File: src/verilog/gmii_video_pkg.sv
`default_nettype none

package gmii_video_pkg;

	// Frame filter values.
	localparam logic [15:0] eth_type_video = 16'h0800; // IPv4.
	localparam logic [7:0]  ip_ver_ihl     = 8'h45;    // Version 4 without options.
	localparam logic [7:0]  ip_proto_udp   = 8'h11;
	localparam logic [31:0] ipv4_dst_local = {8'd192, 8'd168, 8'd0, 8'd1};
	localparam logic [15:0] udp_dst_video  = 16'd12345;

	// Byte offsets, counted from the first preamble byte.
	localparam logic [10:0] off_eth_type = 11'd20;
	localparam logic [10:0] off_ip_ver   = 11'd22;
	localparam logic [10:0] off_ip_proto = 11'd31;
	localparam logic [10:0] off_ip_dst   = 11'd38;
	localparam logic [10:0] off_udp_dst  = 11'd44;
	localparam logic [10:0] off_payload  = 11'd50;
	localparam logic [10:0] off_last     = 11'd1331; // Last byte of the last pixel pair.

	localparam int max_words = 640;

	// FIFO address widths.
	localparam int pix_fifo_aw = 10;
	localparam int rpt_fifo_aw = 4;

	typedef struct packed {
		logic        rsvd;    // Always zero.
		logic        col_lsb;
		logic [10:0] line;
		logic [7:0]  pix_hi;  // Earlier byte of the pair.
		logic [7:0]  pix_lo;
	} pixel_word_t;

	typedef struct packed {
		logic [10:0] line;
		logic        col_lsb;
		logic [9:0]  word_count;
	} line_report_t;

endpackage

`default_nettype wire

File: src/verilog/line_tracker.sv
`timescale 1ns/100ps
`default_nettype none

module line_tracker import gmii_video_pkg::*; (
	input  wire          clk125,
	input  wire          sys_rst,
	input  pixel_word_t  pix_word,
	input  wire          pix_valid,
	input  wire          packet_active,
	output line_report_t report,
	output logic         report_valid
);

	logic [9:0]  word_count;
	logic [10:0] last_line;
	logic        last_col_lsb;

	always_ff @(posedge clk125) begin
		if (sys_rst) begin
			word_count   <= '0;
			last_line    <= '0;
			last_col_lsb <= 1'b0;
			report       <= '0;
			report_valid <= 1'b0;
		end else begin
			report_valid <= 1'b0;
			if (pix_valid) begin
				word_count   <= word_count + 10'd1;
				last_line    <= pix_word.line;
				last_col_lsb <= pix_word.col_lsb;
			end else if (!packet_active && word_count != '0) begin
				report <= '{
					line:       last_line,
					col_lsb:    last_col_lsb,
					word_count: word_count
				};
				report_valid <= 1'b1;
				word_count   <= '0;
			end
		end
	end

endmodule

`default_nettype wire

File: config.mk
export PLATFORM = sky130hd
export DESIGN_NAME = line_tracker
export DESIGN_NICKNAME = d
export VERILOG_FILES = /design/src/verilog/gmii_video_pkg.sv /design/src/verilog/line_tracker.sv
export SDC_FILE = /design/constraint.sdc
export NUM_CORES = 1
export LEC_CHECK = 0
export BUFFER_PORTS_ARGS = -buffer_cell sky130_fd_sc_hd__buf_4
export CORE_MARGIN = 3
export CORE_UTILIZATION = 25
export DETAILED_ROUTE_END_ITERATION = 12
export SLEW_MARGIN = 30
export SYNTH_ARGS = -nofsm -noshare
export SYNTH_HDL_FRONTEND = slang
export SYNTH_SLANG_ARGS = --single-unit
File: constraint.sdc
create_clock -name clk125 -period 1.5 [get_ports clk125]
set_input_delay 0.15 -clock clk125 [delete_from_list [all_inputs] [get_ports clk125]]
set_output_delay 0.15 -clock clk125 [all_outputs]
set_load 0.1 [all_outputs]
Word-level counts from Yosys, hierarchy flattened:

Index checks and enable logic that the tools add are counted.

* bits in registers: 45
* input bits: 33
* output and inout bits: 23

* $add $sub $neg: 1
* mux-type cells: 3
* bitwise gates (word level): 1
* reduce and logical (&&, ||, !) cells: 6

Operators by type and width (number)
* two-way mux 10 bit: 2
* adder 10 x 1 -> 10 bit (second input constant): 1
* nonzero test 10 bit: 1
* AND reduction 2 bit: 1
* nonzero test 2 bit: 1
* OR reduction 2 bit: 1
* logical AND 1 bit: 1
* zero test 1 bit: 1
* two-way mux 1 bit: 1
* NOT 1 bit: 1

Depth between registers and ports, before layout:

Gate-level depths: netlist of run 1.

* depth in word-level cells: 4
* gate-level depth with buffers: 7
* mapped depth without buffers: 5

Worst setup path before layout of run 1:

OpenSTA, ideal clock, no wires.

* path kind: flip-flop to flip-flop
* start point: reg word_count[7]
* end point: reg report[0] in the netlist's numbering
* data arrival time: 1.574 ns
* setup slack: -0.192 ns
* stages on the path, launching flop included: 6
* path buffers: 2
* clock period less this slack: 1.692 ns
* path through: dfxtp_1 or4_4 o31a_1 buf_6 buf_6 a22o_1

* cells in the longest elaborated chain, start to end: 3

Ends and longest elaborated chain
* start, declared: line line_tracker.sv:14 `logic [9:0] word_count;`
* start signal, assigned: line line_tracker.sv:28 `word_count <= word_count + 10'd1;`
* nonzero test 10 bit: line line_tracker.sv:31 `end else if (!packet_active && word_count != '0) begin`
* logical AND 1 bit: line line_tracker.sv:31
* AND reduction 2 bit (no line)
* end signal, assigned: line line_tracker.sv:32 `report <= '{`
* end, declared: line line_tracker.sv:10 `output line_report_t report,`

Every way passes these cells.
A chain may end at the register's enable or synchronous reset.

Final worst setup path of run 1:

* start point: reg word_count[9]
* end point: reg report[17] in the netlist's numbering

The elaborated chain is that of the path after synthesis.

==> results of run 1 <==
## through the flow
stage / power, mW / utilization / cells / setup WS (ns) / instance area [um^2]
4_1_cts: 2.94 / 0.375 / 283 / -0.116 / 2300
5_1_grt: 3.09 / 0.378 / 283 / -0.169 / 2320
6_report: 2.95 / 0.378 / 283 / -0.122 / 2320
2_1_floorplan: 1.81 / - / 148 / -0.127 / 1650
3_5_place_dp: 2.03 / 0.348 / 271 / -0.147 / 2140
3_3_place_gp: 2.02 / 0.348 / 271 / -0.121 / 2140
## final cells by class
type,count,share of cell area
Sequential cell,45,0.390
Multi-Input combinational cell,92,0.308
Timing Repair Buffer,61,0.214
Clock buffer,7,0.0416
Tap cell,75,0.0405
Inverter,2,0.00324
Clock inverter,1,0.00216
## what timing repair did
action                                  4_1_cts  5_1_grt
gates cloned                                  2        0
hold buffers                                  0        0
buffers inserted                              2        0
pin swaps                                     5        7
endpoints found under the setup margin       30       30
gates resized for setup                      11        4
## cells by family after synthesis
family / Yosys count
flops: 45
simple gates: 39
xor+xnor: 2
compound gates: 36
buf+inv: 11
mux: 13
fa+ha+maj: 2
## worst reg2reg max path, delay by kind of cell (launching register included)
family          cells  cell delay, ns
compound gates      2            0.47
buf+inv             1            0.16
flops               1            0.33
simple gates        1            0.56
## state kept, by name, summed over array words and instances (netlist names)
register / flops
report_valid: 1
word_count: 10
report: 22
last_col_lsb: 1
last_line: 11
## power breakdown
group / internal (mW) / leakage [nW] / switching, mW
clock: 0.417 / 0.0542 / 0.409
sequential: 1.27 / 0.367 / 0.0560
combinational: 0.325 / 0.614 / 0.471
## worst min-delay path by stage
stage,from,end,slack (ns)
finish,pix_word[19],last_line[3]$_SDFFE_PP0P_,0.08
CTS,pix_word[19],last_line[3]$_SDFFE_PP0P_,0.08
floorplan,pix_word[27],last_col_lsb$_SDFFE_PP0P_,0.30
global route,pix_word[19],last_line[3]$_SDFFE_PP0P_,0.07
detailed placement,pix_word[19],last_line[3]$_SDFFE_PP0P_,0.40
global placement,pix_word[21],last_line[5]$_SDFFE_PP0P_,0.39
## layer usage
metal,wire [um],share of wire,vias to the layer above,global-route usage
met4,68,0.017,0,0.0502
met3,216,0.054,7,0.0303
met5,0,0,-,0
met2,1890,0.47,35,0.179
li1,-,-,662,-
met1,1850,0.46,626,0.138
## cells in the mapped netlist, types with 2 or more instances
cell type / count / area (um^2)
a21oi_1: 2 / 10.0
a22o_1: 24 / 210
and2_1: 2 / 12.5
buf_2: 4 / 20.0
buf_6: 2 / 22.5
clkbuf_1: 2 / 7.51
dfxtp_1: 45 / 901
ha_1: 2 / 25.0
inv_1: 2 / 7.51
mux2i_1: 13 / 130
nand2_1: 4 / 15.0
nand4_1: 4 / 25.0
nor2_1: 15 / 56.3
nor3_1: 4 / 20.0
o31a_1: 3 / 26.3
or3_1: 3 / 18.8
==> impl_results.md, run 1 <==
- Status: finished, violations left
- Failing checks: negative setup slack
- Via count: about 1300
- Vias per cell: ~4.7
- RR Endpoint: report[17]$_SDFFE_PP0P_
- Ports: 56
- Launch point of the worst path: word_count[9]$_SDFFE_PP0P_
- Hold Slack: around 0.084 ns
- Num CTS Buffers: 5
- Starting Density: 0.268
- # setup viols final: 30
- Crit path buf inv count: 1
- Worst vdd ir: 0.569 mV
- Final worst path period need: about 1.6 ns
- HP Class: in -> reg
- CP Depth: 4
- Worst EP required: around 1.7 ns
- Antenna cells: 0
- Setup TNS after final layout: -3.11 ns
- Crit-path slowest cell: or4_4
- Commonest non-fill, non-tap cell in the layout: buf_4
- Synthesized cell area: roughly 1600 um^2
- RSZ-0062 raised after global routing: true
- R2r startpoint: word_count[9]$_SDFFE_PP0P_
- Syn Nets: ~180
- Chip Width: ~87 um
- Final ANT Viol Nets: 0
- Clock Tree Root: clkbuf_8
- Area of the multi-input gates: slightly above 700 um^2
- Remaining DRCs: 0
- Syn Inst Count: approximately 150
- Layout cell share with drive strength beyond 1: 0.380
- Tcrit/Tclk final: 1.08
- CTS max path bufs: 2
- FF/Latch Area: ~900 um^2
- Mux contribution to synthesized area: 0.0791
- First-pass GRT wire length: 6440 um
- Syn_area_per_cell: between 10 and 15 um^2
- Die extent in y: 87.1 um
- Area growth from synthesis to layout: 40.9%
- Slew of the pin with the lowest slew margin: 0.248 ns
- Filler instances: 615
- CTS sink cnt: 45
- TritonCTS clock tree: yes
- Final Hold Fails: 0
- Final wirelength: around 4000 um
- Synth Area in Adders: 0.0152
- Seq/Total Area, Yosys: 0.548
- Static leakage: between 1 and 1.5 nW
- Max Cap Viol: 0
- Port Buffer Count: 38
- GR Overflow Total: 0
- Synth Area in Compound Gates: 0.187
- Data arrival time of the worst path: roughly 1.8 ns
- Main combinational cell family by area after synthesis: compound AO/OA/AOI/OAI gates
- WHS Path Cells: 3
- Worst r2r path cells: 4
- R2r setup slk: -0.12 ns
- Highest-count cells in the layout ignoring fill and taps: buf_4, dfxtp_1, a22o_1
- Final HPWL DP: approximately 2700 um
- Total GRT Usage: 0.111
- Async S/R FF share, synth: 0
- Post-synthesis cell type count: 33
- Cell Rows: 28
- Starting DRC count in detailed routing: 60
- Drt pass-1 iters: 4
- Worst skew pair latency: ~0.3 ns
- Post-route worst setup slack: -0.122 ns
- Final Max Tran Viols: 0
- Vias in the first global route: 1299
- Total Nets Final: 242
- CP Capture Type: register
- Core area: approximately 6100 um^2
- Initial antenna violation count: 0
- Number of synthesized flops with an enable pin: 0
- Startpoint Class: register
- Largest net degree at the start of global routing: 21
- End of the critical path: report[17]$_SDFFE_PP0P_
- H-tree Lvls: 2
- Routability Congestion: roughly 0.72
- Die area: ~7600 um^2
- Warnings, synthesis: 0
- Kind of critical path: reg -> reg
- Final clock skew: between 0.006 and 0.007 ns
- Clk slew on worst S/H paths: 0.08 ns
- Crit Path Max Fanout: 19
- WL/cell: between 10 and 15 um
- Critical-path cell list: or4_4 > o31a_1 > buf_12 > a22o_1
- Max stage delay on crit path: 0.56 ns
- Fraction of the mapped netlist area in simple logic gates: 0.121
- Xor and xnor area share after synthesis: 0.0106
- Primary FF master, synth: dfxtp_1
- Seq cells post-synth: 45
- Max_slew headroom: 0.830
- Worst path top cell family by delay: simple AND/OR/NAND/NOR gates
- Pwr Density: about 1300 nW/um^2
- Fmax: a little over 600 MHz
No activity file was read; power rests on OpenSTA's default activity.
==> inputs of run 2 (changes only) <==
--- a/config.mk
+++ b/config.mk
@@ -6,9 +6,10 @@
 export NUM_CORES = 1
 export LEC_CHECK = 0
 export BUFFER_PORTS_ARGS = -buffer_cell sky130_fd_sc_hd__buf_4
-export CORE_MARGIN = 3
+export CORE_MARGIN = 10
 export CORE_UTILIZATION = 25
 export DETAILED_ROUTE_END_ITERATION = 12
+export PLACE_DENSITY = 0.5
 export SLEW_MARGIN = 30
 export SYNTH_ARGS = -nofsm -noshare
 export SYNTH_HDL_FRONTEND = slang
==> impl_results.md, run 2 (synthesis results as in run 1) <==
- Status: finished, violations left
- Failing checks: negative setup slack
- Area of the multi-input gates: 698 um^2 (-2.3%)
- Fin area: 2310 um^2 (-0.54%)
- Number of flip-flops under the largest register name: 22 (unchanged)
- Most flops, register: report
- Final Hold Fails: 0 (unchanged)
- Final clock skew: 0.00471 ns (-0.00161 ns)
- Post-DP Area: 2160 um^2 (+1.1%)
- Routability Congestion: 0.719 (+0.27%)
- CTS sink cnt: 45 (unchanged)
- Die extent in y: 101 um (+16%)
- First-pass GRT wire length: 6180 um (-4.1%)
- Vias in the first global route: 1260 (-3.0%)
- GR Overflow Total: 0 (unchanged)
- Cell Rows: 29 (+3.6%)
- Commonest non-fill, non-tap cell in the layout: buf_4
- Largest net degree at the start of global routing: 21 (unchanged)
- Filler instances: 668 (+8.6%)
- Data arrival time of the worst path: 1.87 ns (+0.05 ns)
- Static leakage: 1.03 nW (-0.98%)
- Crit-path slowest cell: or4_4
- Post-route worst setup slack: -0.136 ns (-0.0140 ns)
- Final HPWL DP: 2840 um (+3.5%)
- Highest-count cells in the layout ignoring fill and taps: buf_4, dfxtp_1, a22o_1
- Tcrit/Tclk final: 1.09 (+0.00933)
- Clk slew on worst S/H paths: 0.08 ns (about the same)
- Port Buffer Count: 38 (unchanged)
- WL/cell: 14.2 um (about the same)
- Chip Width: 101 um (+16%)
- Die area: 10200 um^2 (+35%)
- Most frequent CP cell: buf_12
- Via count: 1292 (-2.9%)
- Starting Density: 0.258 (-0.0107)
- TritonCTS clock tree: yes
- Final Max Tran Viols: 0 (unchanged)
- Met3 Use GR: 0.0336 (+0.00333)
- Max_slew headroom: 0.809 (-0.0205)
- Largest registers: report x22, last_line x11, word_count x10
- Ports: 56 (unchanged)
- Pwr Density: 1240 nW/um^2 (-2.5%)
- Final ANT Viol Nets: 0 (unchanged)
- Core area: 6390 um^2 (+4.2%)
- RSZ-0062 raised after global routing: true
- HP Class: in -> reg
- M2 GR Usage: 0.115 (-0.0635)
- Starting DRC count in detailed routing: 39 (-35%)
- Max Cap Viol: 0 (unchanged)
- Total GRT Usage: 0.0751 (-0.0357)
- # setup viols final: 30 (unchanged)
- CP Capture Type: register
- Clock Tree Root: clkbuf_8
- FF/Latch Area: 905 um^2 (unchanged)
- Slew of the pin with the lowest slew margin: 0.288 ns (+0.0402 ns)
- Antenna cells: 0 (unchanged)
- GR peak layer: met2
- Met1 Use GR: 0.0900 (-0.0476)
- CTS max path bufs: 2 (unchanged)
- Remaining DRCs: 0 (unchanged)
- Final worst path period need: 1.64 ns (+0.0140 ns)
- Startpoint Class: register
- Initial antenna violation count: 0 (unchanged)
- Setup TNS after final layout: -3.47 ns (-0.368 ns)
- Max stage delay on crit path: 0.52 ns (-0.04 ns)
- Area growth from synthesis to layout: 40.2%
- Kind of critical path: reg -> reg
- Drt pass-1 iters: 4 (unchanged)
- Fmax: 611 MHz (-0.86%)
- Worst vdd ir: 0.670 mV (+18%)
- Num CTS Buffers: 5 (unchanged)
- H-tree Lvls: 2 (unchanged)
- Total Nets Final: 241 (-0.41%)
- Vias per cell: 4.55 (-3.2%)
- Critical-path cell list: or4_4 > o32ai_4 > buf_12 > buf_12 > a21boi_2
- Worst skew pair latency: 0.30 ns (about the same)
- Worst EP required: 1.74 ns (+0.05 ns)
- Crit Path Max Fanout: 7 (-12)
- Layout cell share with drive strength beyond 1: 0.367 (-0.0127)
- Final wirelength: 4050 um (+0.37%)
## run 2: final cells by class
type                    instances  area share
well taps                      77      0.0418
clock buffers                   6      0.0315
flip-flops and latches         45       0.392
clock inverters                 2     0.00434
repair buffers                 60       0.224
inverters                       2     0.00326
multi-input cells              92       0.303
## run 2: layer usage
| metal | share of wire | routed length, um |
|---|---|---|
| met5 | 0 | 0 |
| met4 | 0.0057 | 23 |
| met3 | 0.053 | 216 |
| met2 | 0.48 | 1950 |
| met1 | 0.46 | 1850 |
## run 2: through the flow
stage               hold slack (ns)  power (mW)  std cells  utilization  setup WS (ns)
global placement              0.386        2.07        274        0.338         -0.162
finish                       0.0835        2.86        284        0.361         -0.136
floorplan                     0.297        1.81        148            -         -0.127
detailed placement            0.391        2.07        274        0.338         -0.158
global route                 0.0801        3.01        284        0.361         -0.179
CTS                          0.0791        2.79        282        0.351         -0.149
## run 2: final timing paths
path	depth (start not counted)	to	start	slack, ns
hold reg to reg	1	report[18]$_SDFFE_PP0P_	last_line[7]$_SDFFE_PP0P_	0.47
setup / recovery	5	word_count[6]$_SDFFE_PP0P_	word_count[5]$_SDFFE_PP0P_	-0.14
hold / removal	3	last_line[4]$_SDFFE_PP0P_	pix_word[20]	0.08
setup reg to reg	5	word_count[6]$_SDFFE_PP0P_	word_count[5]$_SDFFE_PP0P_	-0.14
## run 2: power breakdown
part	total (mW)	switching, mW	internal (mW)
clock	0.720	0.397	0.323
combinational	0.820	0.472	0.348
sequential	1.32	0.0496	1.27
total	2.86	0.919	1.94
## run 2: what timing repair did
| action | CTS | global route |
|---|---|---|
| endpoints found under the setup margin | 30 | 30 |
| cloned | 0 | 1 |
| setup buffers | 0 | 1 |
| hold buffers | 0 | 0 |
| resized for setup | 1 | 6 |
| pin swaps | 0 | 2 |
## run 2: worst max-delay path, delay by kind of cell (launching register included)
family	cells	cell delay, ns
flip-flops	1	0.32
AO/OA/AOI/OAI	2	0.46
AND/OR/NAND/NOR	1	0.52
buffers and inverters	2	0.28
==> inputs of run 3 (changes only) <==
--- a/config.mk
+++ b/config.mk
@@ -10,6 +10,7 @@
 export CORE_UTILIZATION = 25
 export DETAILED_ROUTE_END_ITERATION = 12
 export PLACE_DENSITY = 0.5
+export RECOVER_POWER = 100
 export SLEW_MARGIN = 30
 export SYNTH_ARGS = -nofsm -noshare
 export SYNTH_HDL_FRONTEND = slang
==> impl_results.md, run 3 (synthesis results as in run 1) <==
- H-tree Lvls: 2 (unchanged)
- Cell Int Power: 1.92 mW (-0.99%)
- Launch point of the worst path: word_count[5]$_SDFFE_PP0P_
- Data arrival time of the worst path: 1.88 ns (about the same)
- Final worst path period need: 1.63 ns (-0.00414 ns)
- Clk slew on worst S/H paths: 0.08 ns (about the same)
- Clock power frac: 0.254 (+0.002)
- Largest net degree at the start of global routing: 21 (unchanged)
- Fmax: 613 MHz (+0.25%)
- Die area: 10200 um^2 (unchanged)
- Max Cap Viol: 0 (unchanged)
- CTS max path bufs: 2 (unchanged)
- First-pass GRT wire length: 6180 um (unchanged)
- Sequential power share: 0.464 (+0.003)
- Final clock skew: 0.00631 ns (+0.00160 ns)
- Status: finished, violations left
- Layout cell share with drive strength beyond 1: 0.362 (-0.00483)
- # setup viols final: 30 (unchanged)
- Tcrit/Tclk final: 1.09 (-0.00276)
- CP Capture Type: register
- Cell Rows: 29 (unchanged)
- Ports: 56 (unchanged)
- Core area: 6390 um^2 (unchanged)
- Clock Tree Root: clkbuf_8
- Final Max Tran Viols: 0 (unchanged)
- Kind of critical path: reg -> reg
- Final ANT Viol Nets: 0 (unchanged)
- Largest registers: report x22, last_line x11, word_count x10
- Comb pwr share: 0.282 (-0.005)
- CTS sink cnt: 45 (unchanged)
- Die extent in y: 101 um (unchanged)
- Via count: 1291 (-0.077%)
- Starting Density: 0.258 (unchanged)
- Slew of the pin with the lowest slew margin: 0.561 ns (+0.272 ns)
- Max_slew headroom: 0.628 (-0.182)
- Net Sw Frac: 0.324 (+0.00206)
- Number of flip-flops under the largest register name: 22 (unchanged)
- Chip Width: 101 um (unchanged)
- Starting DRC count in detailed routing: 33 (-15%)
- Total GRT Usage: 0.0751 (unchanged)
- Dpl ws: -0.158 ns (unchanged)
- Total Nets Final: 241 (unchanged)
- Highest-count cells in the layout ignoring fill and taps: dfxtp_1, buf_4, a22o_1, clkbuf_2, nor2_1
- Pwr Density: 1270 nW/um^2 (+2.1%)
- Psw: 0.918 mW (about the same)
- Most flops, register: report
- Num CTS Buffers: 5 (unchanged)
- Routability Congestion: 0.719 (unchanged)
- Antenna cells: 0 (unchanged)
- R2r startpoint: word_count[5]$_SDFFE_PP0P_
- Worst r2r path cells: 5 (unchanged)
- Static leakage: 1.00 nW (-2.3%)
- RSZ-0062 raised after global routing: true
- Hold buffers post-CTS: 0 (unchanged)
- Initial antenna violation count: 0 (unchanged)
- TritonCTS clock tree: yes
- Tot Pwr: 2.84 mW (-0.69%)
- Final wirelength: 4050 um (+0.20%)
- Post-route worst setup slack: -0.132 ns (+0.00414 ns)
- Vias per cell: 4.55 (about the same)
- Hold path start: pix_word[20]
- Drt pass-1 iters: 4 (unchanged)
- Final Hold Fails: 0 (unchanged)
- Worst skew pair latency: 0.30 ns (about the same)
- Failing checks: negative setup slack
- WHS Path Cells: 3 (unchanged)
- Worst vdd ir: 0.667 mV (-0.56%)
- Port Buffer Count: 38 (unchanged)
- Remaining DRCs: 0 (unchanged)
- Final HPWL DP: 2840 um (unchanged)
- Commonest non-fill, non-tap cell in the layout: dfxtp_1
- HP Class: in -> reg
- GR Overflow Total: 0 (unchanged)
- Worst EP required: 1.74 ns (about the same)
- WL/cell: 14.3 um (+0.20%)
- Startpoint Class: register
- Crit Path Max Fanout: 7 (unchanged)
- Vias in the first global route: 1260 (unchanged)
- Area growth from synthesis to layout: 36.3%
==> run 3: cell count changes in the layout (fill, tap and decap cells not counted) <==
cell	previous run	this run
clkbuf_4	0	1
clkbuf_1	1	2
buf_4	54	28
clkbuf_2	0	24
==> run 3: power groups by stage <==
stage	logic (mW)	clock network [mW]	registers, mW
after floorplan	0.267	0	1.55
after global placement	0.720	0	1.35
after detailed placement	0.723	0	1.35
after CTS	0.725	0.748	1.32
after global routing	0.859	0.803	1.33
final	0.800	0.721	1.32
==> run 3: per-stage QoR <==
stage | hold WS (ns) | TNS (ns) | cells | area [um^2] | utilization
after CTS | 0.0791 | -3.60 | 282 | 2240 | 0.351
after floorplan | 0.297 | -1.59 | 148 | 1650 | -
final | 0.0852 | -3.52 | 284 | 2240 | 0.351
after global routing | 0.0805 | -4.73 | 284 | 2240 | 0.351
after global placement | 0.386 | -3.09 | 274 | 2160 | 0.338
after detailed placement | 0.391 | -3.09 | 274 | 2160 | 0.338
==> run 3: path summary, 6_finish.rpt <==
path	endpoint	slack (ns)
max	report[16]$_SDFFE_PP0P_	-0.13
min	last_line[4]$_SDFFE_PP0P_	0.09
max reg2reg	report[16]$_SDFFE_PP0P_	-0.13
min reg2reg	report[18]$_SDFFE_PP0P_	0.47
==> run 3: final cells by class <==
cell class | instances | area [um^2]
clock inverter | 2 | 10.0
inverter | 2 | 7.51
sequential | 45 | 905
multi-input combinational | 92 | 698
timing repair buffer | 60 | 453
clock buffer | 6 | 72.6
fill | 685 | 4140
tap | 77 | 96.3
==> run 3: metal layers <==
layer,routed length (um),global-route usage
met1,1900,0.0900
met5,0,0
met3,201,0.0336
met4,23,0.0289
met2,1930,0.115
==> run 3: timing repair <==
item,in CTS,in global routing
pin swaps,0,2
setup buffers,0,1
gates resized for setup,1,6
cloned,0,1
setup endpoints to repair,30,30
==> run 3: critical path: stages, from the launching register on <==
cell       delay (ns)
dfxtp_1          0.32
or4_4            0.52
o32ai_4          0.30
buf_12           0.16
clkbuf_16        0.14
a22o_1           0.13
