**config.mk**
```make
export PLATFORM = sky130hd
export DESIGN_NAME = udp_video_rx
export DESIGN_NICKNAME = d
export VERILOG_FILES = /design/src/verilog/gmii_video_pkg.sv /design/src/verilog/udp_video_rx.sv
export SDC_FILE = /design/constraint.sdc
export NUM_CORES = 1
export LEC_CHECK = 0
export BUFFER_PORTS_ARGS = -buffer_cell sky130_fd_sc_hd__clkbuf_2
export CAP_MARGIN = 20
export CORE_ASPECT_RATIO = 1.4
export CORE_MARGIN = 4
export CORE_UTILIZATION = 63
export DETAILED_ROUTE_END_ITERATION = 10
export PLACE_DENSITY_LB_ADDON = 0.2
export SYNTH_ARGS = -nofsm -noshare
export SYNTH_HDL_FRONTEND = slang
export SYNTH_SLANG_ARGS = --single-unit
```
**constraint.sdc**
```tcl
create_clock -name clk125 -period 4.03 [get_ports clk125]
set_input_delay 0.2015 -clock clk125 [delete_from_list [all_inputs] [get_ports clk125]]
set_output_delay 0.2015 -clock clk125 [all_outputs]
set_load 0.05 [all_outputs]
```
**src/verilog/gmii_video_pkg.sv**
```systemverilog
`default_nettype none

package gmii_video_pkg;

	// Frame filter values.
	localparam logic [15:0] eth_type_video = 16'h0800; // IPv4.
	localparam logic [7:0]  ip_ver_ihl     = 8'h45;    // Version 4 without options.
	localparam logic [7:0]  ip_proto_udp   = 8'h11;
	localparam logic [31:0] ipv4_dst_local = {8'd192, 8'd168, 8'd0, 8'd1};
	localparam logic [15:0] udp_dst_video  = 16'd12345;

	// Byte offsets, counted from the first preamble byte.
	localparam logic [10:0] off_eth_type = 11'd20;
	localparam logic [10:0] off_ip_ver   = 11'd22;
	localparam logic [10:0] off_ip_proto = 11'd31;
	localparam logic [10:0] off_ip_dst   = 11'd38;
	localparam logic [10:0] off_udp_dst  = 11'd44;
	localparam logic [10:0] off_payload  = 11'd50;
	localparam logic [10:0] off_last     = 11'd1331; // Last byte of the last pixel pair.

	localparam int max_words = 640;

	// FIFO address widths.
	localparam int pix_fifo_aw = 10;
	localparam int rpt_fifo_aw = 4;

	typedef struct packed {
		logic        rsvd;    // Always zero.
		logic        col_lsb;
		logic [10:0] line;
		logic [7:0]  pix_hi;  // Earlier byte of the pair.
		logic [7:0]  pix_lo;
	} pixel_word_t;

	typedef struct packed {
		logic [10:0] line;
		logic        col_lsb;
		logic [9:0]  word_count;
	} line_report_t;

endpackage

`default_nettype wire

```
**src/verilog/udp_video_rx.sv**
```systemverilog
`timescale 1ns/100ps
`default_nettype none

module udp_video_rx import gmii_video_pkg::*; (
	input  wire         clk125,
	input  wire         sys_rst,
	input  wire  [7:0]  rxd,
	input  wire         rx_dv,
	output pixel_word_t pix_word,
	output logic        pix_valid,
	output logic        packet_active
);

	typedef enum logic {
		pk_hi_byte,
		pk_lo_byte
	} pk_state_t;

	logic [10:0] rx_count;
	logic [15:0] eth_type;
	logic [7:0]  ip_ver;
	logic [7:0]  ip_proto;
	logic [31:0] ip_dst;
	logic [15:0] udp_dst;
	logic        hdr_match;

	logic [10:0] line_num;
	logic        col_lsb;
	logic [7:0]  pix_hi;
	pk_state_t   pk_state;
	logic        pix_byte;

	assign hdr_match = (eth_type == eth_type_video) &&
		(ip_ver == ip_ver_ihl) &&
		(ip_proto == ip_proto_udp) &&
		(ip_dst == ipv4_dst_local) &&
		(udp_dst == udp_dst_video);

	// Pixel bytes start after the line/column pair.
	assign pix_byte = rx_dv && packet_active && (rx_count > off_payload + 11'd1);

	// Byte counter and header capture.
	always_ff @(posedge clk125) begin
		if (sys_rst) begin
			rx_count      <= '0;
			eth_type      <= '0;
			ip_ver        <= '0;
			ip_proto      <= '0;
			ip_dst        <= '0;
			udp_dst       <= '0;
			packet_active <= 1'b0;
		end else if (!rx_dv) begin
			rx_count      <= '0; // Gap between frames.
			eth_type      <= '0;
			ip_ver        <= '0;
			ip_proto      <= '0;
			ip_dst        <= '0;
			udp_dst       <= '0;
			packet_active <= 1'b0;
		end else begin
			if (rx_count != '1)
				rx_count <= rx_count + 11'd1; // Saturates on very long frames.
			case (rx_count)
				off_eth_type:          eth_type[15:8] <= rxd;
				off_eth_type + 11'd1:  eth_type[7:0]  <= rxd;
				off_ip_ver:            ip_ver         <= rxd;
				off_ip_proto:          ip_proto       <= rxd;
				off_ip_dst:            ip_dst[31:24]  <= rxd;
				off_ip_dst + 11'd1:    ip_dst[23:16]  <= rxd;
				off_ip_dst + 11'd2:    ip_dst[15:8]   <= rxd;
				off_ip_dst + 11'd3:    ip_dst[7:0]    <= rxd;
				off_udp_dst:           udp_dst[15:8]  <= rxd;
				off_udp_dst + 11'd1:   udp_dst[7:0]   <= rxd;
				off_payload:           packet_active  <= hdr_match; // Frame decision.
				off_last:              packet_active  <= 1'b0;      // Truncate at max_words.
				default: ;
			endcase
		end
	end

	// Line number and column tag from the first two payload bytes.
	always_ff @(posedge clk125) begin
		if (rx_dv && rx_count == off_payload)
			line_num[7:0] <= rxd;
		if (rx_dv && rx_count == off_payload + 11'd1) begin
			line_num[10:8] <= rxd[2:0];
			col_lsb        <= rxd[4];   // Bit 0 of the column tag.
		end
	end

	// Strobe side of the two-state packer.
	always_ff @(posedge clk125) begin
		if (sys_rst) begin
			pk_state  <= pk_hi_byte;
			pix_valid <= 1'b0;
		end else if (!rx_dv) begin
			pk_state  <= pk_hi_byte; // An odd trailing byte is dropped here.
			pix_valid <= 1'b0;
		end else begin
			pix_valid <= 1'b0;
			if (pix_byte) begin
				case (pk_state)
					pk_hi_byte: pk_state <= pk_lo_byte;
					pk_lo_byte: begin
						pk_state  <= pk_hi_byte;
						pix_valid <= 1'b1;
					end
					default: pk_state <= pk_hi_byte;
				endcase
			end
		end
	end

	// Packer data path.
	always_ff @(posedge clk125) begin
		if (pix_byte) begin
			if (pk_state == pk_hi_byte) begin
				pix_hi <= rxd;
			end else begin
				pix_word <= '{
					rsvd:    1'b0,
					col_lsb: col_lsb,
					line:    line_num,
					pix_hi:  pix_hi,
					pix_lo:  rxd
				};
			end
		end
	end

endmodule

`default_nettype wire

```
; After elaboration in Yosys (flattened, before gate mapping)
; Cells that the tools add are included.
[word_totals]
regBits = 142
latch_bits = 0
ramBits = 0
mem_bits_ro = 0
in_bits = 11
out_inout_bits = 31
word_cells = 62
memories = 0
[op_classes]
n_addsub = 1
mul = 0
n_div = 0
n_lt_le_gt_ge = 1
n_eq_ne = 19
shifts = 0
muxes = 3
n_bitwise = 3
reduce_logical = 13
[op_table]
columns = operator, count
row1 = "11-bit by 6-bit equality test with 1-bit output, second input constant", 8
row2 = "11-bit by 5-bit equality test with 1-bit output, second input constant", 4
row3 = "32-bit equality test, second input constant", 1
row4 = "16-bit by 12-bit equality test with 1-bit output, second input constant", 1
row5 = "16-bit by 14-bit equality test with 1-bit output, second input constant", 1
row6 = "11-bit by 1-bit adder with 11-bit output, second input constant", 1
row7 = "11-bit equality test, second input constant", 1
row8 = "11-bit by 6-bit > comparator with 1-bit output, second input constant", 1
row9 = "11-bit inequality test, second input constant", 1
row10 = "8-bit by 5-bit equality test with 1-bit output, second input constant", 1
row11 = "8-bit by 7-bit equality test with 1-bit output, second input constant", 1
row12 = 1-bit logical AND, 8
row13 = 1-bit one-hot mux with 2 select lines, 2
row14 = 2-bit AND reduction, 2
row15 = 1-bit inverter, 3
row16 = 3-bit OR reduction, 1
row17 = 2-bit nonzero test, 1
row18 = 2-bit OR reduction, 1
row19 = 1-bit two-way mux, 1

; Logic depth before layout (Yosys ltp)
; Gate-level depths: netlist (run 1).
[depth]
ltp_word = 6
mapped_depth = 7
mapped_depth_nobuf = 6

; Worst setup path before layout (run 1)
; OpenSTA, ideal clock, no wires.
[synth_timing]
kind = reg2reg
start = register rx_count[0]
end = register pix_word[0] in the netlist's numbering (enable)
setup_ps = 413
arrival_ps = 2316
required_ps = 3617
setup_slack_ps = 1301
stages_incl_launch_ff = 6
path_buffers = 0
synth_period_minus_slack_ps = 2729
path_cell_list = dfxtp_1 -> ha_1 -> nand3b_1 -> a21oi_1 -> o211ai_1 -> nor2_1
[synth_via]
elab_chain_len = 3
[synth_lines]
columns = item, line
row1 = start: declaration, udp_video_rx.sv:19  ; logic [10:0] rx_count;
row2 = start signal: assignment, udp_video_rx.sv:62  ; rx_count <= rx_count + 11'd1;
row3 = 11-bit by 6-bit > comparator with 1-bit output, udp_video_rx.sv:40  ; assign pix_byte = rx_dv && packet_active && (rx_count > off_payload + 11'd1);
row4 = 1-bit logical AND, udp_video_rx.sv:40
row5 = 2-bit AND reduction (no line), -
row6 = end signal: assignment, udp_video_rx.sv:120  ; pix_word <= '{
row7 = end: declaration, udp_video_rx.sv:9  ; output pixel_word_t pix_word,
; Every way passes these cells.
; A chain may end at the register's enable or synchronous reset.

; Worst setup path after layout (run 1)
[layout_timing]
start = register rx_count[1]
end = register pix_hi[4] (enable)
[layout_via]
elab_chain_len = 3
[layout_lines]
columns = item, line
row1 = 11-bit by 6-bit > comparator with 1-bit output, udp_video_rx.sv:40
row2 = 1-bit logical AND, udp_video_rx.sv:40
row3 = 2-bit AND reduction (no line), -
row4 = end signal: assignment, udp_video_rx.sv:118  ; pix_hi <= rxd;
row5 = end: declaration, udp_video_rx.sv:29  ; logic [7:0] pix_hi;
; Every way passes these cells.

==> results.md, run 1 <==
- Syn_nets: about 470
- Asr flop ratio synth: 0%
- Ports: 42
- Total GRT Usage: 23.1%
- Flop-to-flop setup slack: 1.89 ns
- Most used DFF post-synth: dfxtp_1
- Peak Freq: 0.467 GHz
- Post-synth EDFFs: 48
- Total grt overflow: 0
- Gpl congestion: 0.800
- Seq cells post-synth: 142
- Clk Latency, worst-skew pair: 0.41 ns
- CTS max path bufs: 2
- Critical Path Max Stage Delay: 0.55 ns
- Slew @ Worst Pin: 1.03 ns
- Count leader, synth: dfxtp_1
- CP max-delay cell: nor2_1
- Chip height: approximately 120 µm
- Finish-stage setup viols: 0
- Initial Util: 64.4%
- WP buf/inv: 0
- Share of cells above drive strength 1: about 19%
- Synth-to-Final Area Change: 13.1%
- Nets: 508
- Crit-path leading delay family: simple AND/OR/NAND/NOR gates
- Yosys top cell area share: 35.9%
- Cts hold-fix bufs: 0
- Peak fanout along the critical path: 8
- Yosys cell types: 41
- RR Startpoint: rx_count[1]$_SDFFE_PP0P_
- Sink of the worst hold path: pix_valid$_SDFF_PP0_
- Final slew viol count: 0
- Hold Path Class: in -> reg
- Clk sinks: 142
- # DRC: 0
- DR WL/cell: 17.6 µm
- # Post-CTS Setup Buffers: 0
- Vias in the first global route: 3488
- Critical path class: reg -> reg
- Power per cell area: between 400 and 500 nW/µm²
- Initial antenna violation count: 0
- Chip Width: 85.1 µm
- Detail Placement HPWL: 6950 µm
- Leak pwr: approximately 2.1 nW
- Vias: 3636
- # Max-Cap Violations: 0
- Synth area leaders: dfxtp_1 (36%), edfxtp_1 (27%), nand3_1 (7.3%)
- Crit path cell chain: ha_1 -> nand3b_1 -> a21oi_1 -> o211ai_1 -> nor2_1
- Final hold vios: 0
- RSZ-0062 raised after global routing: false
- Post-synthesis sequential area ratio: 63.3%
- Post-Synthesis Cell Area: 5250 µm²
- TritonCTS Buffers: 17
- Post-synth top area cell: dfxtp_1
- CP Capture Type: register
- Fin crit share: 53.2%
- R2r endpoint: pix_hi[4]$_DFFE_PP_
- PortBufs: 40
- Antenna fix cells: 0
- Setup WS pre-CTS: 1.90 ns
- Max-slew headroom: 30.9%
- Routed WL: 10700 µm
- Total Neg Setup Slack: 0 ns
- Antenna Violating Nets Remaining: 0
- 1st-iter DRT viols: 230
- Full die area: 9870 µm²
- Power Total: about 2.9 mW
- Final min period: 2.14 ns
- Setup ws final: roughly 1.9 ns
- VDD IR max: just under 0.4 mV
- FILL cells: 561
- First-pass GRT wire length: 17400 µm
- Largest net degree at the start of global routing: 48
- H-Tree Depth: 4
- Row count: 39
- Hold path start: sys_rst
- Startpoint types: register
- CTS tree: yes
- Worst hold path depth: 2
- Syn_area_per_cell: 11.5 µm²
- R2R cell count: 5
- Synth warnings: 0
- Crit path required time: 4.07 ns
- Syn Inst Count: 457
- Worst EP arrival: approximately 2.2 ns
- Top cells by count, synth: dfxtp_1 (94), nand3_1 (76), o21ai_0 (61), edfxtp_1 (48), nor2_1 (25)
- Cts repair resizes: 0
- Vias per cell: 5.98
- Status: completed
- DRT Pass-1 Iters: 4
- Clock skew: just under 0.004 ns
- Core area: 8150 µm²
- Worst-path clk slew: 0.05 ns
- Root buffer cell: clkbuf_16
## flip-flops by register name (all words and copies together), names as in the netlist
name           flops
rx_count          11
ip_proto           8
pk_state           1
eth_type          16
packet_active      1
pix_word          28
col_lsb            1
pix_hi             8
line_num          11
ip_ver             8
udp_dst           16
pix_valid          1
ip_dst            32
## how the worst max path moves through the flow
stage                                  start                    end  slack [ns]  depth (start not counted)
detailed placement  rx_count[0]$_SDFFE_PP0P_    pix_hi[3]$_DFFE_PP_        1.90                          5
global placement    rx_count[0]$_SDFFE_PP0P_    pix_hi[5]$_DFFE_PP_        1.97                          5
CTS                 rx_count[0]$_SDFFE_PP0P_    pix_hi[4]$_DFFE_PP_        1.89                          5
floorplan           rx_count[0]$_SDFFE_PP0P_  pix_word[0]$_DFFE_PP_        1.30                          5
finish              rx_count[1]$_SDFFE_PP0P_    pix_hi[4]$_DFFE_PP_        1.89                          5
global route        rx_count[0]$_SDFFE_PP0P_    pix_hi[4]$_DFFE_PP_        1.72                          5
## cells by family after synthesis
family	after synthesis	synth area share, %
AND/OR/NAND/NOR	180	20.0
flip-flops	142	63.3
AO/OA/AOI/OAI	88	9.35
buffers and inverters	28	3.74
multiplexers	8	1.53
XOR/XNOR	6	1.00
adder cells (fa/ha/maj)	4	0.954
other	1	0.0715
## through the flow
stage | hold WS [ns] | area, µm² | instances | utilization [%]
finish | 0.0344 | 5930 | 608 | 72.8
global route | 0.0398 | 5930 | 608 | 72.8
CTS | 0.0270 | 5930 | 608 | 72.8
detailed placement | 0.405 | 5410 | 576 | 66.4
global placement | 0.402 | 5410 | 576 | 66.4
floorplan | 0.278 | 5250 | 457 | -
## report_power, final
| group | switching [mW] | internal, mW |
|---|---|---|
| Combinational | 0.0428 | 0.00972 |
| Clock | 0.551 | 0.791 |
| Sequential | 0.00170 | 1.48 |
| Total | 0.596 | 2.28 |
## layout by cell type, fill, tap and decap left out, types with 2 or more instances in the layout
cell type,Yosys,layout
a21oi_1,8,8
clkbuf_1,4,2
clkinv_1,0,4
and4_2,2,2
inv_1,3,3
nand4_1,9,9
nor4b_1,6,6
edfxtp_1,48,48
o21ai_2,12,12
o21ai_0,61,61
nor2b_4,1,2
or3_1,2,2
ha_1,4,4
nand2b_1,2,2
mux2i_1,8,8
clkbuf_2,0,40
clkinv_2,0,3
dfxtp_1,94,94
o21ai_1,4,4
clkbuf_16,0,17
nor4_1,8,8
a31oi_1,2,2
xnor2_1,6,6
nor2_1,25,24
nor2b_1,5,4
clkinv_4,0,2
nand2_1,22,22
nand3_4,4,4
buf_4,2,2
nand4_4,2,2
clkinvlp_4,0,2
nor3_1,7,7
nand3_1,76,76
## per-layer routing
metal | GRT usage (%) | routed length, µm
met1 | 26.8 | 4290
met2 | 40.7 | 5720
met3 | 6.61 | 553
met4 | 8.13 | 141
met5 | 0 | 0
## area by class of cell
class | count | area [µm²] | area share [%]
timing repair buffer | 42 | 215 | 3.63
inverter | 3 | 11.3 | 0.190
clock inverter | 12 | 71.3 | 1.20
sequential | 142 | 3320 | 56.0
multi-input combinational | 287 | 1740 | 29.3
clock buffer | 20 | 447 | 7.53
tap | 102 | 128 | 2.15
Note: power is estimated with default switching activity, not from simulation.
==> inputs of run 2 (changes only) <==
--- a/config.mk
+++ b/config.mk
@@ -9,7 +9,7 @@
 export CAP_MARGIN = 20
 export CORE_ASPECT_RATIO = 1.4
 export CORE_MARGIN = 4
-export CORE_UTILIZATION = 63
+export CORE_UTILIZATION = 59
 export DETAILED_ROUTE_END_ITERATION = 10
 export PLACE_DENSITY_LB_ADDON = 0.2
 export SYNTH_ARGS = -nofsm -noshare
==> constraint.sdc (replaced) <==
create_clock -name clk125 -period 2.1 [get_ports clk125]
set_input_delay 0.105 -clock clk125 [delete_from_list [all_inputs] [get_ports clk125]]
set_output_delay 0.105 -clock clk125 [all_outputs]
set_load 0.05 [all_outputs]
==> results.md, run 2 (same netlist as run 1, synthesis figures left out) <==
- Final hold vios: 0
- Core area: ~8600 µm²
- Initial Util: between 60% and 70%
- Worst path depth: 5
- Chip height: 120 µm
- Crit-path leading delay family: simple AND/OR/NAND/NOR gates
- Initial antenna violation count: 0
- Row count: 40
- Slew @ Worst Pin: 0.755 ns
- Critical path class: reg -> reg
- Hold Path Class: in -> reg
- Total Neg Setup Slack: 0 ns
- Detail Placement HPWL: 7120 µm
- RSZ-0062 raised after global routing: false
- Nets: 530
- Worst hold path depth: 3
- Critical Path Max Stage Delay: 0.63 ns
- PortBufs: 40
- DR WL/cell: ~17 µm
- # Max-Cap Violations: 0
- Hold path start: rx_dv
- Largest net degree at the start of global routing: 32
- Int Pwr: between 4 and 5 mW
- Final slew viol count: 0
- Peak fanout along the critical path: 8
- Most frequent cells in the layout: dfxtp_1 (94), nand3_1 (76), o21ai_0 (61)
- CP max-delay cell: or3b_1
- Worst EP arrival: between 2 and 2.5 ns
- Fin crit share: approximately nine tenths
- Chip Width: 87.7 µm
- Antenna Violating Nets Remaining: 0
- Crit path required time: about 2.4 ns
- CTS tree: yes
- Clk pwr share: 48.5%
- Clock skew: around 0.012 ns
- Synth-to-Final Area Change: 17.9%
- Hold_ws: 0.149 ns
- Leak pwr: 2.20 nW
- FILL cells: 615
- TritonCTS Buffers: 17
- H-Tree Depth: 4
- Vias: 3667
- Final min period: between 1.5 and 2 ns
- Finish-stage setup viols: 0
- Worst-path clk slew: 0.06 ns
- Antenna fix cells: 0
- Total grt overflow: 0
- Total GRT Usage: 22.8%
- Core Util, Final: 71.8%
- Logic pwr share: 2.1%
- Clk sinks: 142
- Root buffer cell: clkbuf_16
- Startpoint types: register
- VDD IR max: 0.842 mV
- Vias in the first global route: 3673
- Status: completed
- R2R cell count: 5
- Clk Latency, worst-skew pair: around 0.42 ns
- Sequential cell area: 3320 µm²
- Full die area: 10500 µm²
- Commonest non-fill, non-tap cell in the layout: dfxtp_1
- Crit path cell chain: nor2_1 -> nand2_1 -> or3b_1 -> mux2i_1 -> nor2_1
- Sequential Power Share: 49.4%
- Power Total: between 5 and 6 mW
- WP buf/inv: 0
- Largest register FFs: 32
- Most frequent CP cell: nor2_1
- Biggest register: ip_dst
- First-pass GRT wire length: around 18000 µm
- # DRC: 0
- P_sw: approximately 1.2 mW
- Setup crit start: rx_count[8]$_SDFFE_PP0P_
- CP Capture Type: register
- Routed WL: between 10000 and 15000 µm
- RR Startpoint: rx_count[8]$_SDFFE_PP0P_
- Share of cells above drive strength 1: 21.4%
- Power per cell area: 928 nW/µm²
- Sw frac: 21.2%
- Biggest regs: ip_dst x32, pix_word x28
- Ports: 42
- 1st-iter DRT viols: 240
- Area of the multi-input gates: 1740 µm²
- Peak Freq: approximately 0.52 GHz
- CTS max path bufs: 2
- DRT Pass-1 Iters: 4
- Vias per cell: between 5 and 6
- Gpl congestion: 0.767
- Max-slew headroom: 49.7%
## run 2: cell count changes in the layout (fill, tap and decap cells not counted), moves of 2 or more
cell / delta
clkbuf_1: -2
clkinvlp_4: +2
clkinv_1: -3
buf_4: +12
dlygate4sd3_1: +9
## run 2: timing repair
action / CTS / global route
setup buffers: 0 / 0
hold endpoints to repair: 29 / 0
endpoints found under the setup margin: 0 / 8
gates resized for setup: 0 / 1
hold buffers: 9 / 0
## run 2: worst reg2reg max path, cell delays in order (launching register included)
cell	delay, ns
dfxtp_1	0.37
nor2_1	0.28
nand2_1	0.12
or3b_1	0.63
mux2i_1	0.29
nor2_1	0.08
## run 2: worst paths after layout
| path | slack [ns] | to |
|---|---|---|
| max | 0.19 | ip_proto[0]$_SDFFE_PP0N_ |
| min | 0.15 | col_lsb$_DFFE_PP_ |
| max reg2reg | 0.19 | ip_proto[0]$_SDFFE_PP0N_ |
| min reg2reg | 0.42 | pix_word[20]$_DFFE_PP_ |
## run 2: per-layer routing
metal  global-route usage, %  routed length, µm
met1                    26.8               4320
met2                    38.2               5690
met3                    6.52                549
met4                    10.2                279
met5                       0                  0
## run 2: final cells by class
cell class | count | area share (%)
flip-flops and latches | 142 | 53.7
multi-input cells | 287 | 28.2
clock buffers | 18 | 7.10
repair buffers | 64 | 6.72
well taps | 105 | 2.12
clock inverters | 14 | 1.92
inverters | 3 | 0.182
## run 2: power by group through the flow
stage               Combinational (mW)  Sequential, mW  Clock [mW]
finish                           0.123            2.83        2.78
global route                     0.134            2.83        2.95
CTS                              0.123            2.83        2.80
detailed placement               0.108            2.89           0
global placement                 0.107            2.89           0
floorplan                       0.0584            2.89           0
## run 2: through the flow
step	worst slack [ns]	cell area (µm²)	std cells
2_1_floorplan	0.105	5250	457
3_3_place_gp	0.236	5530	592
3_5_place_dp	0.0723	5530	592
4_1_cts	0.0469	6180	633
5_1_grt	0.0265	6180	633
6_report	0.194	6180	633
==> inputs of run 3 (changes only) <==
--- a/config.mk
+++ b/config.mk
@@ -9,7 +9,9 @@
 export CAP_MARGIN = 20
 export CORE_ASPECT_RATIO = 1.4
 export CORE_MARGIN = 4
-export CORE_UTILIZATION = 59
+export CORE_UTILIZATION = 61
+export CTS_BUF_LIST = sky130_fd_sc_hd__clkbuf_4 sky130_fd_sc_hd__clkbuf_8
+export CTS_CLUSTER_SIZE = 40
 export DETAILED_ROUTE_END_ITERATION = 10
 export PLACE_DENSITY_LB_ADDON = 0.2
 export SYNTH_ARGS = -nofsm -noshare
==> results.md, run 3 (same netlist as run 1, synthesis figures left out) <==
- Total grt overflow: 0
- Gpl congestion: 0.770
- RSZ-0062 raised after global routing: false
- Biggest regs: ip_dst x32, pix_word x28
- Biggest register: ip_dst
- Max-slew headroom: between 40% and 50%
- Power per cell area: 848 nW/µm²
- 1st-iter DRT viols: 213
- VDD IR max: 0.695 mV
- Most frequent cells in the layout: dfxtp_1 (94), nand3_1 (76), o21ai_0 (61)
- Flop-to-flop setup slack: 0.19 ns
- Total Neg Setup Slack: 0 ns
- Clk Latency, worst-skew pair: 0.45 ns
- Detail Placement HPWL: 7010 µm
- Clk sinks: 142
- Fin crit share: 90.7%
- Peak Freq: 0.525 GHz
- Initial antenna violation count: 0
- Full die area: 10200 µm²
- Logic pwr share: 2.4%
- Synth-to-Final Area Change: 14.7%
- Vias: between 3000 and 4000
- Int Pwr: 3.93 mW
- Root buffer cell: clkbuf_8
- Final slew viol count: 0
- Largest net degree at the start of global routing: 37
- Ports: 42
- Slew @ Worst Pin: 0.777 ns
- Sequential Power Share: a little under three fifths
- RR Startpoint: rx_count[0]$_SDFFE_PP0P_
- R2R cell count: 5
- CP Capture Type: register
- Row count: 39
- Sink of the worst hold path: line_num[9]$_DFFE_PP_
- Chip Width: 86.4 µm
- Dpl cells: 589
- Worst-path clk slew: 0.08 ns
- FILL cells: 587
- Routed WL: 10500 µm
- Leak pwr: between 2 and 2.5 nW
- Nets: 530
- Commonest non-fill, non-tap cell in the layout: dfxtp_1
- Startpoint types: register
- # Post-CTS Setup Buffers: 0
- Crit path required time: approximately 2.4 ns
- Critical path class: reg -> reg
- Hold Path Class: in -> reg
- Vias per cell: around 5.7
- Vias in the first global route: 3618
- CTS max path bufs: 2
- Chip height: 118 µm
- Core area: 8300 µm²
- # DRC: 0
- First-pass GRT wire length: 18000 µm
- Antenna Violating Nets Remaining: 0
- Share of cells above drive strength 1: 21.4%
- Sw frac: a little under a quarter
- Finish-stage setup viols: 0
- Status: completed
- TritonCTS Buffers: 17
- CTS tree: yes
- Initial Util: 63.2%
- Final min period: 1.91 ns
- Antenna fix cells: 0
- R2r endpoint: ip_proto[4]$_SDFFE_PP0N_
- Peak fanout along the critical path: 8
- Worst hold path depth: 3
- Total GRT Usage: 22.8%
- # Max-Cap Violations: 0
- Hold path start: rx_dv
- PortBufs: 40
- Clk pwr share: 42.1%
- Final hold vios: 0
- DRT Pass-1 Iters: 5
- Worst EP arrival: 2.20 ns
- Largest register FFs: 32
- H-Tree Depth: 4
- DR WL/cell: 16.7 µm
- P_sw: between 1 and 1.5 mW
- Non-filler cells, final: 630
- Clock skew: 0.00807 ns
-- run 3: changes by cell type in the layout (fill, tap and decap cells not counted) --
cell and delta:
bufinv_16 +1, clkbuf_16 -17, clkbuf_8 +16, clkinv_2 -3
clkinv_4 -1, clkinvlp_4 +1, inv_6 +2, inv_8 +1
-- run 3: worst max-delay path: stages (launching register included) --
cell and delay [ns]:
dfxtp_1 0.35, ha_1 0.23, nand3_2 0.18, or3b_1 0.62, mux2i_1 0.29, nor2_1 0.09
-- run 3: how the worst max path moves through the flow --
stage	startpoint	slack, ns	end
after floorplan	rx_count[0]$_SDFFE_PP0P_	0.11	pix_word[0]$_DFFE_PP_
after global placement	rx_count[0]$_SDFFE_PP0P_	0.26	pix_hi[5]$_DFFE_PP_
after detailed placement	rx_count[0]$_SDFFE_PP0P_	0.20	pix_hi[6]$_DFFE_PP_
after CTS	rx_count[0]$_SDFFE_PP0P_	0.15	pix_hi[4]$_DFFE_PP_
after global routing	rx_count[8]$_SDFFE_PP0P_	0.08	ip_proto[4]$_SDFFE_PP0N_
final	rx_count[0]$_SDFFE_PP0P_	0.19	ip_proto[4]$_SDFFE_PP0N_
-- run 3: stage by stage --
stage	hold slack [ns]	utilization, %	instance area (µm²)	power (mW)	setup slack (ns)
final	0.141	72.5	6020	5.10	0.195
after global routing	0.137	72.5	6020	5.29	0.0762
after CTS	0.117	72.5	6010	5.14	0.147
after detailed placement	0.351	66.7	5530	3.00	0.195
after global placement	0.352	66.7	5530	3.00	0.262
after floorplan	0.182	-	5250	2.95	0.105
-- run 3: cell type report --
class / instances / area [µm²] / share of cell area (%)
Tap cell: 102 / 128 / 2.12
Sequential cell: 142 / 3320 / 55.2
Multi-Input combinational cell: 287 / 1740 / 29.0
Timing Repair Buffer: 64 / 415 / 6.90
Clock inverter: 15 / 161 / 2.68
Inverter: 3 / 11.3 / 0.187
Clock buffer: 17 / 234 / 3.89
-- run 3: layer usage --
layer	part of all wire [%]	wire length (µm)	up-vias	global-route usage, %
met3	5.6	588	23	6.23
met4	1.9	205	0	9.75
met1	40	4260	1721	27.5
li1	-	-	1786	-
met5	0	0	-	0
met2	52	5470	91	37.6
-- run 3: timing repair --
item                       CTS  global route
hold buffers                 9             0
resized for setup            0             1
setup endpoints to repair    0             3
hold endpoints to repair    35             0
-- run 3: power groups by stage --
stage	Clock, mW	Combinational, mW	Sequential, mW
after global placement	0	0.106	2.89
after detailed placement	0	0.109	2.89
after floorplan	0	0.0584	2.89
after global routing	2.33	0.132	2.83
after CTS	2.19	0.123	2.83
final	2.15	0.123	2.83
